## src/common/word_aligner_params.svh

```systemverilog
// word aligner build constants
// lane geometry, lane count, training word and lock threshold
// serial bit order select and the preamble words
`ifndef WORD_ALIGNER_PARAMS_SVH
`define WORD_ALIGNER_PARAMS_SVH

// ------------------------------
// lane geometry
// ------------------------------
`define WA_DESER_WIDTH		6						// bits per lane group per clk
`define WA_WORD_WIDTH		(2*`WA_DESER_WIDTH)		// two groups per pixel word
`define WA_CHANNEL_NUM		4						// lvds data lanes

// ------------------------------
// training and lock
// ------------------------------
`define WA_TRAIN_WORD		12'h3A6					// no self-match at any other shift
`define WA_LOCK_HITS		3						// same-offset hits before commit

// 0 = lsb arrives first, 1 = msb arrives first
`define WA_SER_MSB_FIRST	0

// preamble words ahead of the sync code
`define WA_SYNC_ONES		{`WA_WORD_WIDTH{1'b1}}
`define WA_SYNC_ZERO		{`WA_WORD_WIDTH{1'b0}}

`endif

```

## src/common/word_aligner_pkg.sv

```systemverilog
// shared types of the word aligner
// vector typedefs for groups, words, offsets and hit flags
// lock and preamble state encodings
`include "word_aligner_params.svh"

package word_aligner_pkg;

	// ------------------------------
	// data vectors
	// ------------------------------
	typedef logic [`WA_DESER_WIDTH-1:0]	deser_t;	// one lane group
	typedef logic [`WA_WORD_WIDTH-1:0]	word_t;		// one pixel word

	// bit offset of the word boundary inside a group, 0..5
	typedef logic [2:0]					offset_t;

	// one match flag per candidate offset
	typedef logic [`WA_DESER_WIDTH-1:0]	hit_t;

	// ------------------------------
	// state machines
	// ------------------------------
	typedef enum logic {
		LOCK_HUNT,		// no offset committed yet
		LOCK_LOCKED		// offset committed, word_en running
	} lock_state_e;

	// progress through ones, zero, zero
	typedef enum logic [1:0] {
		PRE_IDLE,
		PRE_ONES,
		PRE_ZERO1,
		PRE_ZERO2		// next word is the sync code
	} pre_state_e;

endpackage

```

## src/rtl/word_aligner_top.sv

```systemverilog
// multi-lane word aligner top
// one aligner per lane over the packed input and output buses
// lane 0 enable and sync flag exported for the whole group
`timescale 1ns/1ps
`include "word_aligner_params.svh"

module word_aligner_top (
	input	logic										clk,
	input	logic										rst_n,
	input	logic [`WA_CHANNEL_NUM*`WA_DESER_WIDTH-1:0]	iv_data,	// lane 0 in the low bits
	output	logic										o_clk_en,	// lane 0 word strobe
	output	logic										o_sync,		// lane 0 sync flag
	output	logic [`WA_CHANNEL_NUM*`WA_WORD_WIDTH-1:0]	ov_data		// lane words, packed
);

	logic [`WA_CHANNEL_NUM-1:0]	lane_clk_en;
	logic [`WA_CHANNEL_NUM-1:0]	lane_sync;

	// ------------------------------
	// lane instances
	// ------------------------------
	genvar i;
	generate
		for (i = 0; i < `WA_CHANNEL_NUM; i++) begin : gen_lane
			word_aligner u_lane (
				.clk		(clk),
				.rst_n		(rst_n),
				.iv_data	(iv_data[i*`WA_DESER_WIDTH +: `WA_DESER_WIDTH]),
				.o_clk_en	(lane_clk_en[i]),
				.o_sync		(lane_sync[i]),
				.ov_data	(ov_data[i*`WA_WORD_WIDTH +: `WA_WORD_WIDTH])
			);
		end
	endgenerate

	// lanes share word phase, lane 0 speaks for all
	assign o_clk_en = lane_clk_en[0];
	assign o_sync   = lane_sync[0];

endmodule

```

## src/word_aligner/word_aligner.sv

```systemverilog
// single-lane word aligner
// pattern detect, lock control and word extract in series
// lock level stays internal to the lane
`timescale 1ns/1ps
`include "word_aligner_params.svh"

module word_aligner
	import word_aligner_pkg::*;
(
	input	logic		clk,
	input	logic		rst_n,
	input	deser_t		iv_data,	// deserialized group
	output	logic		o_clk_en,	// word-rate enable
	output	logic		o_sync,		// sync code flag
	output	word_t		ov_data		// aligned pixel word
);

	logic [3*`WA_DESER_WIDTH-1:0]	window;		// last three groups
	hit_t							hits;
	offset_t						offset;
	logic							word_en;

	// ------------------------------
	// decode
	// ------------------------------
	word_pattern_detect u_detect (
		.clk		(clk),
		.rst_n		(rst_n),
		.iv_data	(iv_data),
		.window		(window),
		.hits		(hits)
	);

	// execute, lock level not exported
	word_lock_ctrl u_lock (
		.clk		(clk),
		.rst_n		(rst_n),
		.hits		(hits),
		.offset		(offset),
		.word_en	(word_en),
		.locked		()
	);

	// result
	word_extract u_extract (
		.clk		(clk),
		.rst_n		(rst_n),
		.window		(window),
		.offset		(offset),
		.word_en	(word_en),
		.data		(ov_data),
		.clk_en		(o_clk_en),
		.sync		(o_sync)
	);

endmodule

```

## src/word_aligner/word_extract.sv

```systemverilog
// word rebuild for one lane
// slice at the committed offset, back to serial order
// output data register and word-rate clk_en
// preamble tracker for ones, zero, zero and the sync flag
`timescale 1ns/1ps
`include "word_aligner_params.svh"

module word_extract
	import word_aligner_pkg::*;
(
	input	logic							clk,
	input	logic							rst_n,
	input	logic [3*`WA_DESER_WIDTH-1:0]	window,		// lsb-first group history
	input	offset_t						offset,		// committed boundary
	input	logic							word_en,	// window holds a full word
	output	word_t							data,		// rebuilt pixel word
	output	logic							clk_en,		// data valid strobe
	output	logic							sync		// data is the sync code
);

	word_t		slice_raw;	// word in window bit order
	word_t		slice;		// word in serial bit order
	pre_state_e	pre_state;
	pre_state_e	pre_next;

	assign slice_raw = window[offset +: `WA_WORD_WIDTH];

	// undo the normalization done in the detector
	always_comb begin
		if (`WA_SER_MSB_FIRST != 0)
			slice = {<<{slice_raw}};
		else
			slice = slice_raw;
	end

	// ------------------------------
	// preamble tracker
	// ------------------------------
	always_comb begin
		pre_next = PRE_IDLE;					// any other word breaks the run
		if (slice == `WA_SYNC_ONES) begin
			pre_next = PRE_ONES;				// repeated ones keep us here
		end else if (slice == `WA_SYNC_ZERO) begin
			case (pre_state)
				PRE_ONES:  pre_next = PRE_ZERO1;
				PRE_ZERO1: pre_next = PRE_ZERO2;
				default:   pre_next = PRE_IDLE;	// zero without ones first
			endcase
		end
	end

	// ------------------------------
	// output register
	// ------------------------------
	always_ff @(posedge clk or negedge rst_n) begin
		if (!rst_n) begin
			data      <= '0;
			clk_en    <= 1'b0;
			sync      <= 1'b0;
			pre_state <= PRE_IDLE;
		end else begin
			clk_en <= word_en;								// same edge as data
			sync   <= word_en && (pre_state == PRE_ZERO2);	// word after zero, zero
			if (word_en) begin
				data      <= slice;
				pre_state <= pre_next;
			end
		end
	end

endmodule

```

## src/word_aligner/word_lock_ctrl.sv

```systemverilog
// offset lock control for one lane
// candidate offset with a consecutive-hit counter and expected-hit phase
// commit and recommit after WA_LOCK_HITS hits two cycles apart
// half-rate word_en aligned to the committed hit parity
`timescale 1ns/1ps
`include "word_aligner_params.svh"

module word_lock_ctrl
	import word_aligner_pkg::*;
(
	input	logic		clk,
	input	logic		rst_n,
	input	hit_t		hits,		// registered per-offset matches
	output	offset_t	offset,		// committed word offset
	output	logic		word_en,	// high on every second cycle once locked
	output	logic		locked		// level, stays up through recommits
);

	localparam int unsigned CNT_W = $clog2(`WA_LOCK_HITS + 1);

	lock_state_e		state;
	offset_t			cand;		// offset under test
	logic [CNT_W-1:0]	hit_cnt;	// zero means no candidate
	logic				exp_ph;		// a candidate hit is due this cycle
	offset_t			first_hit;	// lowest offset with a match
	logic				any_hit;
	logic				cand_hit;	// candidate matched on its expected cycle
	logic				commit;

	// lowest set flag wins when several offsets match
	always_comb begin
		first_hit = '0;
		for (int i = `WA_DESER_WIDTH - 1; i >= 0; i--) begin
			if (hits[i])
				first_hit = offset_t'(i);
		end
	end

	assign any_hit  = |hits;
	assign cand_hit = (hit_cnt != '0) && exp_ph && hits[cand];
	assign commit   = cand_hit && (hit_cnt >= CNT_W'(`WA_LOCK_HITS - 1));
	assign locked   = (state == LOCK_LOCKED);

	// ------------------------------
	// candidate tracking
	// ------------------------------
	always_ff @(posedge clk or negedge rst_n) begin
		if (!rst_n) begin
			cand    <= '0;
			hit_cnt <= '0;
			exp_ph  <= 1'b0;
		end else if (cand_hit) begin
			if (hit_cnt != CNT_W'(`WA_LOCK_HITS))
				hit_cnt <= hit_cnt + 1'b1;		// saturate at the threshold
			exp_ph <= 1'b0;					// next hit due in two cycles
		end else if (any_hit) begin
			cand    <= first_hit;			// other offset or wrong parity, restart
			hit_cnt <= CNT_W'(1);
			exp_ph  <= 1'b0;
		end else begin
			if (exp_ph)
				hit_cnt <= '0;				// expected hit missing
			exp_ph <= ~exp_ph;
		end
	end

	// ------------------------------
	// commit and word phase
	// ------------------------------
	always_ff @(posedge clk or negedge rst_n) begin
		if (!rst_n) begin
			state   <= LOCK_HUNT;
			offset  <= '0;
			word_en <= 1'b0;
		end else if (commit) begin
			state   <= LOCK_LOCKED;
			offset  <= cand;
			word_en <= 1'b1;				// next window holds a whole word at cand
		end else if (locked) begin
			word_en <= ~word_en;			// free-running half-rate toggle
		end else begin
			word_en <= 1'b0;
		end
	end

endmodule

```

## src/word_aligner/word_pattern_detect.sv

```systemverilog
// training word search for one lane
// three-group window with serial bit order normalized to lsb first
// registered match flag for each of the six bit offsets
`timescale 1ns/1ps
`include "word_aligner_params.svh"

module word_pattern_detect
	import word_aligner_pkg::*;
(
	input	logic							clk,
	input	logic							rst_n,
	input	deser_t							iv_data,	// group from the deserializer
	output	logic [3*`WA_DESER_WIDTH-1:0]	window,		// oldest group in the low bits
	output	hit_t							hits		// one flag per offset
);

	// training word in window bit order
	localparam word_t TRAIN_LSB = `WA_TRAIN_WORD;
	localparam word_t TRAIN_REV = {<<{TRAIN_LSB}};
	localparam word_t TRAIN_NORM = (`WA_SER_MSB_FIRST != 0) ? TRAIN_REV : TRAIN_LSB;

	deser_t	grp_norm;	// incoming group, first bit at index 0
	hit_t	hit_now;	// compare result on the current window

	// msb-first lanes put the earliest bit on top, flip it down
	always_comb begin
		if (`WA_SER_MSB_FIRST != 0)
			grp_norm = {<<{iv_data}};
		else
			grp_norm = iv_data;
	end

	// ------------------------------
	// per-offset compare
	// ------------------------------
	always_comb begin
		for (int o = 0; o < `WA_DESER_WIDTH; o++) begin
			hit_now[o] = (window[o +: `WA_WORD_WIDTH] == TRAIN_NORM);	// 12 bits from offset o
		end
	end

	// ------------------------------
	// window shift and hit register
	// ------------------------------
	always_ff @(posedge clk or negedge rst_n) begin
		if (!rst_n) begin
			window <= '0;
			hits   <= '0;
		end else begin
			// newest group enters at the top, oldest drops out the bottom
			window <= {grp_norm, window[3*`WA_DESER_WIDTH-1:`WA_DESER_WIDTH]};
			hits   <= hit_now;		// one cycle behind window
		end
	end

endmodule
```

## config.mk

```make
export PLATFORM = sky130hd
export DESIGN_NAME = word_aligner_top
export DESIGN_NICKNAME = d
export VERILOG_FILES = /design/src/common/word_aligner_pkg.sv /design/src/rtl/word_aligner_top.sv /design/src/word_aligner/word_aligner.sv /design/src/word_aligner/word_extract.sv /design/src/word_aligner/word_lock_ctrl.sv /design/src/word_aligner/word_pattern_detect.sv
export VERILOG_INCLUDE_DIRS = /design/src /design/src/common
export SDC_FILE = /design/constraint.sdc
export NUM_CORES = 1
export LEC_CHECK = 0
export BUFFER_PORTS_ARGS = -buffer_cell sky130_fd_sc_hd__buf_2
export CORE_MARGIN = 5
export CORE_UTILIZATION = 62
export CTS_BUF_LIST = sky130_fd_sc_hd__clkbuf_8
export DETAILED_ROUTE_END_ITERATION = 10
export GPL_TIMING_DRIVEN = 0
export PLACE_DENSITY = 0.83
export SYNTH_ARGS = -nofsm -noshare
export SYNTH_HDL_FRONTEND = slang
export SYNTH_SLANG_ARGS = --single-unit
```

## constraint.sdc

```tcl
create_clock -name clk -period 4.2 [get_ports clk]
set_clock_uncertainty 0.1 [all_clocks]
set_input_delay 0.21 -clock clk [delete_from_list [all_inputs] [get_ports clk]]
set_output_delay 0.21 -clock clk [all_outputs]
set_load 0.005 [all_outputs]
```

# [Word level (Yosys, flattened, before mapping)]
# Index checks and enable logic that the tools add are counted.
[totals] ff_bits=192 input_bits=26 output_inout_bits=50 word_cells=204
[classes] add_sub_neg=4 magnitude_cmp=8 n_eq_ne=36 n_shift=4 muxes=67 n_bitwise=12 reduce_logical=34
[op_table] operator="$eq A12 B10 Y1 const B" count=24
[op_table] operator="$mux W3" count=24
[op_table] operator="$shiftx A18 B4 Y12" count=4
[op_table] operator="$mux W2" count=18
[op_table] operator="$reduce_or A6 Y1" count=4
[op_table] operator="$mux W1" count=20
[op_table] operator="$lt A3 B4 Y1 const B" count=4
[op_table] operator="$reduce_and A2 Y1" count=8
[op_table] operator="$logic_and A1 B1 Y1" count=13
[op_table] operator="$bmux W1 S3" count=4
[op_table] operator="$eq A12 B12 Y1 const B" count=1
[op_table] operator="$logic_not A12 Y1" count=1
[op_table] operator="$not A1 Y1" count=12
[op_table] operator="$reduce_bool A3 Y1" count=4
[op_table] operator="$add A2 B1 Y2 const B" count=4
[op_table] operator="$ge A2 B2 Y1 const B" count=4
[op_table] operator="$ne A2 B1 Y1 const B" count=4
[op_table] operator="$ne A2 B2 Y1 const B" count=4
[op_table] operator="$reduce_bool A2 Y1" count=4
[op_table] operator="$eq A2 B2 Y1 const B" count=2
[op_table] operator="$pmux W2 S2" count=1
[op_table] operator="$eq A2 B1 Y1 const B" count=1

# [Longest topological paths before layout]
# Gate-level depths: netlist (run 1).
[depth] depth_word=6 depth_mapped=9 depth_no_buf=6

# [Hierarchy]
# From an unflattened synthesis (run 1), not the netlist that was laid out.
[unflattened] cells_unflattened=978 hier_area_um2=10953.0
[by_module_without_submodules] module="word_extract" instances=4 cells_per_inst=138 area_each_um2=1275.0
[by_module_without_submodules] module="word_pattern_detect" instances=4 cells_per_inst=46 area_each_um2=803.3
[by_module_without_submodules] module="word_lock_ctrl (gen_lane[1].u_lane.u_lock ...)" instances=3 cells_per_inst=61 area_each_um2=650.6
[by_module_without_submodules] module="word_lock_ctrl (gen_lane[0].u_lane.u_lock)" instances=1 cells_per_inst=59 area_each_um2=688.2

# [Least setup slack after synthesis (run 1)]
# No wires, ideal clock.
[synth_path] kind="register -> register" from="register gen_lane[0].u_lane.u_lock.offset[2]" to="register gen_lane[0].u_lane.u_extract.pre_state[1]" setup_ns=0.078 arrival_time_ns=2.164 required_ns=4.022 path_slack_ns=1.858 path_stages_with_launch=8 period_less_slack_ns=2.342 cell_sequence="dfrtp_1 > buf_1 > clkbuf_1 > mux4_2 > mux2i_1 > nand3_1 > or3_1 > o2bb2ai_1"
[synth_via] elab_chain_cells=4
[synth_rtl] item="start, declared" line="word_lock_ctrl.sv:14" rtl="output offset_t offset,"
[synth_rtl] item="start signal, assigned" line="word_lock_ctrl.sv:77" rtl="offset <= cand;"
[synth_rtl] item="$shiftx A18 B4 Y12 (*)" line="word_extract.sv:26" rtl="assign slice_raw = window[offset +: `WA_WORD_WIDTH];"
[synth_rtl] item="$logic_not A12 Y1 (no source line)"
[synth_rtl] item="$mux W2" line="word_extract.sv:43" rtl="end else if (slice == `WA_SYNC_ZERO) begin"
[synth_rtl] item="$mux W2 (*)" line="word_extract.sv:41" rtl="if (slice == `WA_SYNC_ONES) begin"
[synth_rtl] item="end signal, assigned" line="word_extract.sv:66" rtl="pre_state <= pre_next;"
[synth_rtl] item="end, declared" line="word_extract.sv:23" rtl="pre_state_e pre_state;"
# Every way passes the cells marked *; elsewhere a longest branch is shown, timed or not.
# A chain may end at the register's enable or synchronous reset.

# [Worst setup path after layout (run 1)]
# Same ends and word-level chain as after synthesis.

==> summary.txt, run 1 <==
Hold Vio Cnt, Final = 0
Vias per Instance = 6.10
DRC marker count from the first detailed-route iteration = 561
total power = 3.26 mW
post-synthesis sequential area ratio = 0.519
flop-to-flop setup slack = 1.35 ns
Cells after Synth = 757
asr flop ratio synth = 1.00
Area Overhead vs Synth = 13.6%
Crit. End Element = register
Skew-Pair Late Insertion Delay = 0.47 ns
Die Span X = 132 um
RSZ-0062 raised after global routing = false
final hold slack = 0.210 ns
most frequent cells in the layout = 192 x dfrtp_1, 101 x mux2i_1, 86 x nor2_1
Initial Util = 0.635
Mapped Nets = 797
I/O Pins = 76
Core Region = 14600 sq um
Resized cells post-CTS = 0
pwr dens = 310 nW/um^2
layout net count = 917
r2r startpoint = gen_lane[0].u_lane.u_lock.offset[2]
dominant cell type by area after synthesis = dfrtp_1
Hold Crit Class = input pin to asynchronous set/reset pin
r2r worst-path depth = 7
min Tclk post-route = 2.85 ns
first-pass GRT wire length = 34.6 mm
Max Clk Rate = 351 MHz
post-CTS setup buffer count = 0
number of diodes = 0
WP data arrival = 3.14 ns
Ys Warns = 0
residual DRC count = 0
total gr overflow = 0
TritonCTS Sinks = 192
footprint of the multi-input gates = 4180 sq um
crit path kind = register to register
EDFF count, synth = 0
Critical Path Fanout Max = 10
Crit Reg-Reg Endpoint = gen_lane[0].u_lane.u_extract.pre_state[1]
Worst EP required = 4.49 ns
measured slew at the worst slew-check pin = 0.665 ns
drt total wl = 19.6 mm
Max-slew headroom = 0.557
layout cell share with drive strength beyond 1 = 0.199
setup tns final = 0 ns
largest net degree at the start of global routing = 108
status = finished clean
commonest non-fill, non-tap cell in the layout = dfrtp_1
Max-Cap Viols = 0
mapped cell area = 9260 sq um
setup violators final = 0
CTS H-tree depth = 4
Leakage = 4.62 nW
PortBufs = 75
DIE AREA = 17500 sq um
crit-path cells = buf_1 -> clkbuf_1 -> mux4_2 -> mux2i_1 -> nand4_1 -> or3_1 -> o2bb2ai_1
number of global-route vias before repair = 6829
CTS buffer count = 17
Worst Setup Start Kind = register
DP HPWL = 13.7 mm
Synth top area share = 0.519
CTS Buffer Depth = 2
worst vdd ir = 254 uV
Avg WL per Cell = 18.2 um
hold_buf cts = 25
register area = 4800 sq um
Distinct cells, synth = 52
Die Span Y = 132 um
CTS tree = built
Rows = 44
crit share post-route = 0.679
Synth Flop Type = dfrtp_1
Routability Congestion = 0.872
Vias = 6555
largest cells by area after synthesis = dfrtp_1 52%, mux2i_1 11%, mux4_2 8.0%
Total GRT Usage = 0.238
Slew Limit Fails = 0
fillers = 958
root buf cell = clkbuf_8
largest stage delay on the critical path = 0.45 ns
Pre-antenna DRT Iters = 5
slowest stage cell, crit path = buf_1
initial antenna violation count = 0
DRT antenna net count = 0
CTS clk-pin slew, worst paths = 0.10 ns
Yosys reg bits = 192
syn avg cell area = 12.2 sq um
## final cells by class
type / count / share of cell area
clock buffers: 18 / 0.0235
well taps: 184 / 0.0219
flip-flops and latches: 192 / 0.457
repair buffers: 101 / 0.0630
multi-input cells: 498 / 0.397
inverters: 29 / 0.0103
plain buffers: 38 / 0.0163
clock inverters: 14 / 0.0115
## stage by stage
| stage | instances | area, sq um | util | setup slack, ns |
|---|---|---|---|---|
| after floorplan | 757 | 9260 | - | 1.86 |
| after global placement | 1016 | 9870 | 0.676 | 0.0518 |
| after detailed placement | 1017 | 9900 | 0.679 | 1.42 |
| after CTS | 1074 | 10500 | 0.721 | 1.40 |
| after global routing | 1074 | 10500 | 0.721 | 1.16 |
| final | 1074 | 10500 | 0.721 | 1.35 |
## sequential cells by signal, summed over array words and instances, names as in the netlist
signal and cells:
gen_lane.u_lane.u_detect.window 72, gen_lane.u_lane.u_extract.data 48, gen_lane.u_lane.u_detect.hits 24, gen_lane.u_lane.u_lock.cand 12
gen_lane.u_lane.u_lock.offset 12, gen_lane.u_lane.u_lock.hit_cnt 8, gen_lane.u_lane.u_lock.exp_ph 4, gen_lane.u_lane.u_lock.locked 4
gen_lane.u_lane.u_lock.word_en 4, gen_lane.u_lane.u_extract.pre_state 2, gen_lane.u_lane.u_extract.clk_en 1, gen_lane.u_lane.u_extract.sync 1
## critical path: cells and delay by family, from the launching register on
kind | cells | cell delay [ns]
AND/OR/NAND/NOR | 2 | 0.47
flip-flops | 1 | 0.44
multiplexers | 2 | 0.75
AO/OA/AOI/OAI | 1 | 0.15
buffers and inverters | 2 | 0.87
## power breakdown
part / internal [mW] / switching [mW]
sequential: 1.89 / 0.0599
combinational: 0.0894 / 0.0950
clock: 0.445 / 0.687
## cell families (layout without fill, tap and decap cells)
family                   count (synthesis)  after routing  share of synthesized area
AND/OR/NAND/NOR                        211            211                      0.133
adder cells (fa/ha/maj)                 14             14                     0.0189
flip-flops                             192            192                      0.519
buffers and inverters                   67            200                     0.0303
AO/OA/AOI/OAI                          121            121                     0.0831
multiplexers                           152            152                      0.216
## routing by layer
metal | wire, um | global-route usage
met3 | 815 | 0.0485
met1 | 8670 | 0.335
met4 | 314 | 0.0673
met5 | 0 | 0
met2 | 9770 | 0.382
## worst max-delay path by stage
stage / from / to / slack, ns
4_1_cts: gen_lane[0].u_lane.u_lock.offset[2] / gen_lane[0].u_lane.u_extract.pre_state[1] / 1.40
6_report: gen_lane[0].u_lane.u_lock.offset[2] / gen_lane[0].u_lane.u_extract.pre_state[1] / 1.35
5_1_grt: gen_lane[0].u_lane.u_lock.offset[2] / gen_lane[0].u_lane.u_extract.pre_state[1] / 1.16
3_5_place_dp: gen_lane[0].u_lane.u_lock.offset[2] / gen_lane[0].u_lane.u_extract.pre_state[1] / 1.42
3_3_place_gp: rst_n / gen_lane[2].u_lane.u_detect.window[11] / 0.05
2_1_floorplan: gen_lane[0].u_lane.u_lock.offset[2] / gen_lane[0].u_lane.u_extract.pre_state[1] / 1.86
## synthesized netlist by cell type (5+ instances only)
master	n
nor3b_1	5
a21o_1	10
mux2_2	15
o41ai_1	8
nand3_1	6
nor3_1	11
nand4b_1	8
dfrtp_1	192
nand3b_1	7
nand2_1	12
ha_1	14
mux2i_1	101
mux4_2	33
nor2_1	86
nor4b_1	7
o21a_1	5
o21ai_0	16
nor4_1	11
o211ai_1	6
or2_2	5
a22o_1	8
a211oi_1	6
nor4bb_1	8
clkbuf_1	23
a21oi_1	52
or4bb_1	5
nand2b_1	8
buf_1	9
inv_1	29
nor2b_1	6
Note: power is estimated with default switching activity, not from simulation.
==> inputs of run 2 (changes only) <==
Settings changed: CORE_UTILIZATION 62 to 56, PLACE_DENSITY 0.83 to 0.79.
Clock period 4.2 ns to 2.39 ns, I/O delays scaled along.
==> run 2 against run 1 <==
Effect of this change: the flow now finishes with violations (setup timing); sequential power increased by 75%; maximum frequency up 16%; global-route usage down 3.8 points; clock-buffer cell count unchanged; sequential share of layout area down 0.66 points; via count is 1.4% lower; total power up 76%.
==> summary.txt, run 2 (synthesis gave the netlist of run 1 again) <==
Hold Crit Class = input pin to asynchronous set/reset pin
Slew Limit Fails = 0
Placed Cells = 1053
WP data arrival = 2.76 ns
Worst Setup Start Kind = register
status = finished, violations left
fillers = 1202
layout net count = 920
Largest regs = gen_lane.u_lane.u_detect.window x72, gen_lane.u_lane.u_extract.data x48, gen_lane.u_lane.u_detect.hits x24
Critical Path Fanout Max = 8
residual DRC count = 0
Avg WL per Cell = 16.6 um
largest net degree at the start of global routing = 106
TritonCTS Sinks = 192
setup violators final = 2
Crit. End Element = register
commonest non-fill, non-tap cell in the layout = dfrtp_1
Routability Congestion = 0.894
DRC marker count from the first detailed-route iteration = 441
global routing met2 resource utilization = 0.316
register area = 4800 sq um
Max-Cap Viols = 0
Hold Vio Cnt, Final = 0
post-route setup slack = -0.0741 ns
DRT antenna net count = 0
number of global-route vias before repair = 6439
CTS clk-pin slew, worst paths = 0.10 ns
total power = 5.76 mW
total gr overflow = 0
DIE AREA = 19200 sq um
failing checks = setup timing
most frequent cells in the layout = 192 x dfrtp_1, 98 x mux2i_1, 86 x nor2_1
Vias = 6465
DP HPWL = 12.7 mm
footprint of the multi-input gates = 4230 sq um
Skew-Pair Late Insertion Delay = 0.47 ns
Pre-antenna DRT Iters = 5
Max Clk Rate = 406 MHz
global routing usage on met1 = 0.290
CTS buffer count = 17
Vias per Instance = 5.81
Die Span X = 139 um
root buf cell = clkbuf_8
Rows = 47
CTS Buffer Depth = 2
number of diodes = 0
initial antenna violation count = 0
worst vdd ir = 352 uV
first-pass GRT wire length = 32.2 mm
met3 Usage GRT = 0.0345
Final Non-Filler Cells = 1113
crit path kind = register to register
most used routing layer in global routing = met2
Max-slew headroom = 0.488
I/O Pins = 76
Die Span Y = 139 um
RSZ-0062 raised after global routing = true
Leakage = 4.68 nW
Core Region = 16400 sq um
layout cell share with drive strength beyond 1 = 0.219
pwr dens = 539 nW/um^2
crit share post-route = 1.03
min Tclk post-route = 2.46 ns
Reg with most FFs = gen_lane.u_lane.u_detect.window
Area Overhead vs Synth = 15.3%
measured slew at the worst slew-check pin = 0.769 ns
r2r worst-path depth = 8
Total GRT Usage = 0.200
drt total wl = 18.4 mm
max FFs per register = 72
Worst EP required = 2.69 ns
CTS H-tree depth = 4
PortBufs = 75
CTS tree = built
Initial Util = 0.564
## run 2: what timing repair did
item,in CTS,in global routing
resized for setup,10,13
hold buffers,25,0
setup endpoints to repair,2,21
setup buffers,3,2
hold endpoints to repair,128,0
pin swaps,3,0
## run 2: layout make-up
class | count | area share
plain buffers | 36 | 0.0171
clock buffers | 18 | 0.0232
flip-flops and latches | 192 | 0.450
multi-input cells | 498 | 0.396
well taps | 220 | 0.0258
inverters | 29 | 0.0102
clock inverters | 14 | 0.0121
repair buffers | 106 | 0.0656
## run 2: worst max-delay path, cell delays in order (launching register included)
cell and delay, ns:
dfrtp_1 0.35, buf_6 0.14, buf_12 0.13, mux2i_1 0.30
mux2_2 0.24, o221ai_2 0.13, or4_1 0.53, or3_4 0.35
o21ai_1 0.12
## run 2: final timing paths
path	from	endpoint	slack, ns
min in group clk	iv_data[0]	gen_lane[0].u_lane.u_detect.window[12]	0.18
max in group asynchronous	rst_n	gen_lane[3].u_lane.u_detect.window[8]	1.17
setup reg to reg	gen_lane[0].u_lane.u_lock.offset[1]	gen_lane[0].u_lane.u_extract.pre_state[0]	-0.07
setup / recovery	gen_lane[0].u_lane.u_lock.offset[1]	gen_lane[0].u_lane.u_extract.pre_state[0]	-0.07
hold reg to reg	gen_lane[0].u_lane.u_detect.window[8]	gen_lane[0].u_lane.u_detect.window[2]	0.28
hold / removal	rst_n	gen_lane[1].u_lane.u_extract.data[4]	0.15
## run 2: layer usage
metal | wire [um] | vias to the layer above
met1 | 8490 | 3241
met2 | 8960 | 151
met4 | 264 | 0
met3 | 708 | 23
li1 | - | 3050
met5 | 0 | -
## run 2: stage by stage
step / setup WS [ns] / setup TNS (ns) / utilization / area (sq um) / hold WS, ns
after floorplan: 0.0483 / 0 / - / 9260 / -0.276
after detailed placement: -0.405 / -0.788 / 0.606 / 9950 / 0.116
after CTS: -0.0468 / -0.0900 / 0.647 / 10600 / 0.148
after global routing: -0.187 / -0.360 / 0.651 / 10700 / 0.167
final: -0.0741 / -0.133 / 0.651 / 10700 / 0.151
after global placement: -1.88 / -357.97 / 0.604 / 9910 / 0.127
## run 2: report_power, final
part	switching [mW]	internal [mW]
sequential	0.105	3.31
combinational	0.166	0.163
clock	1.22	0.786
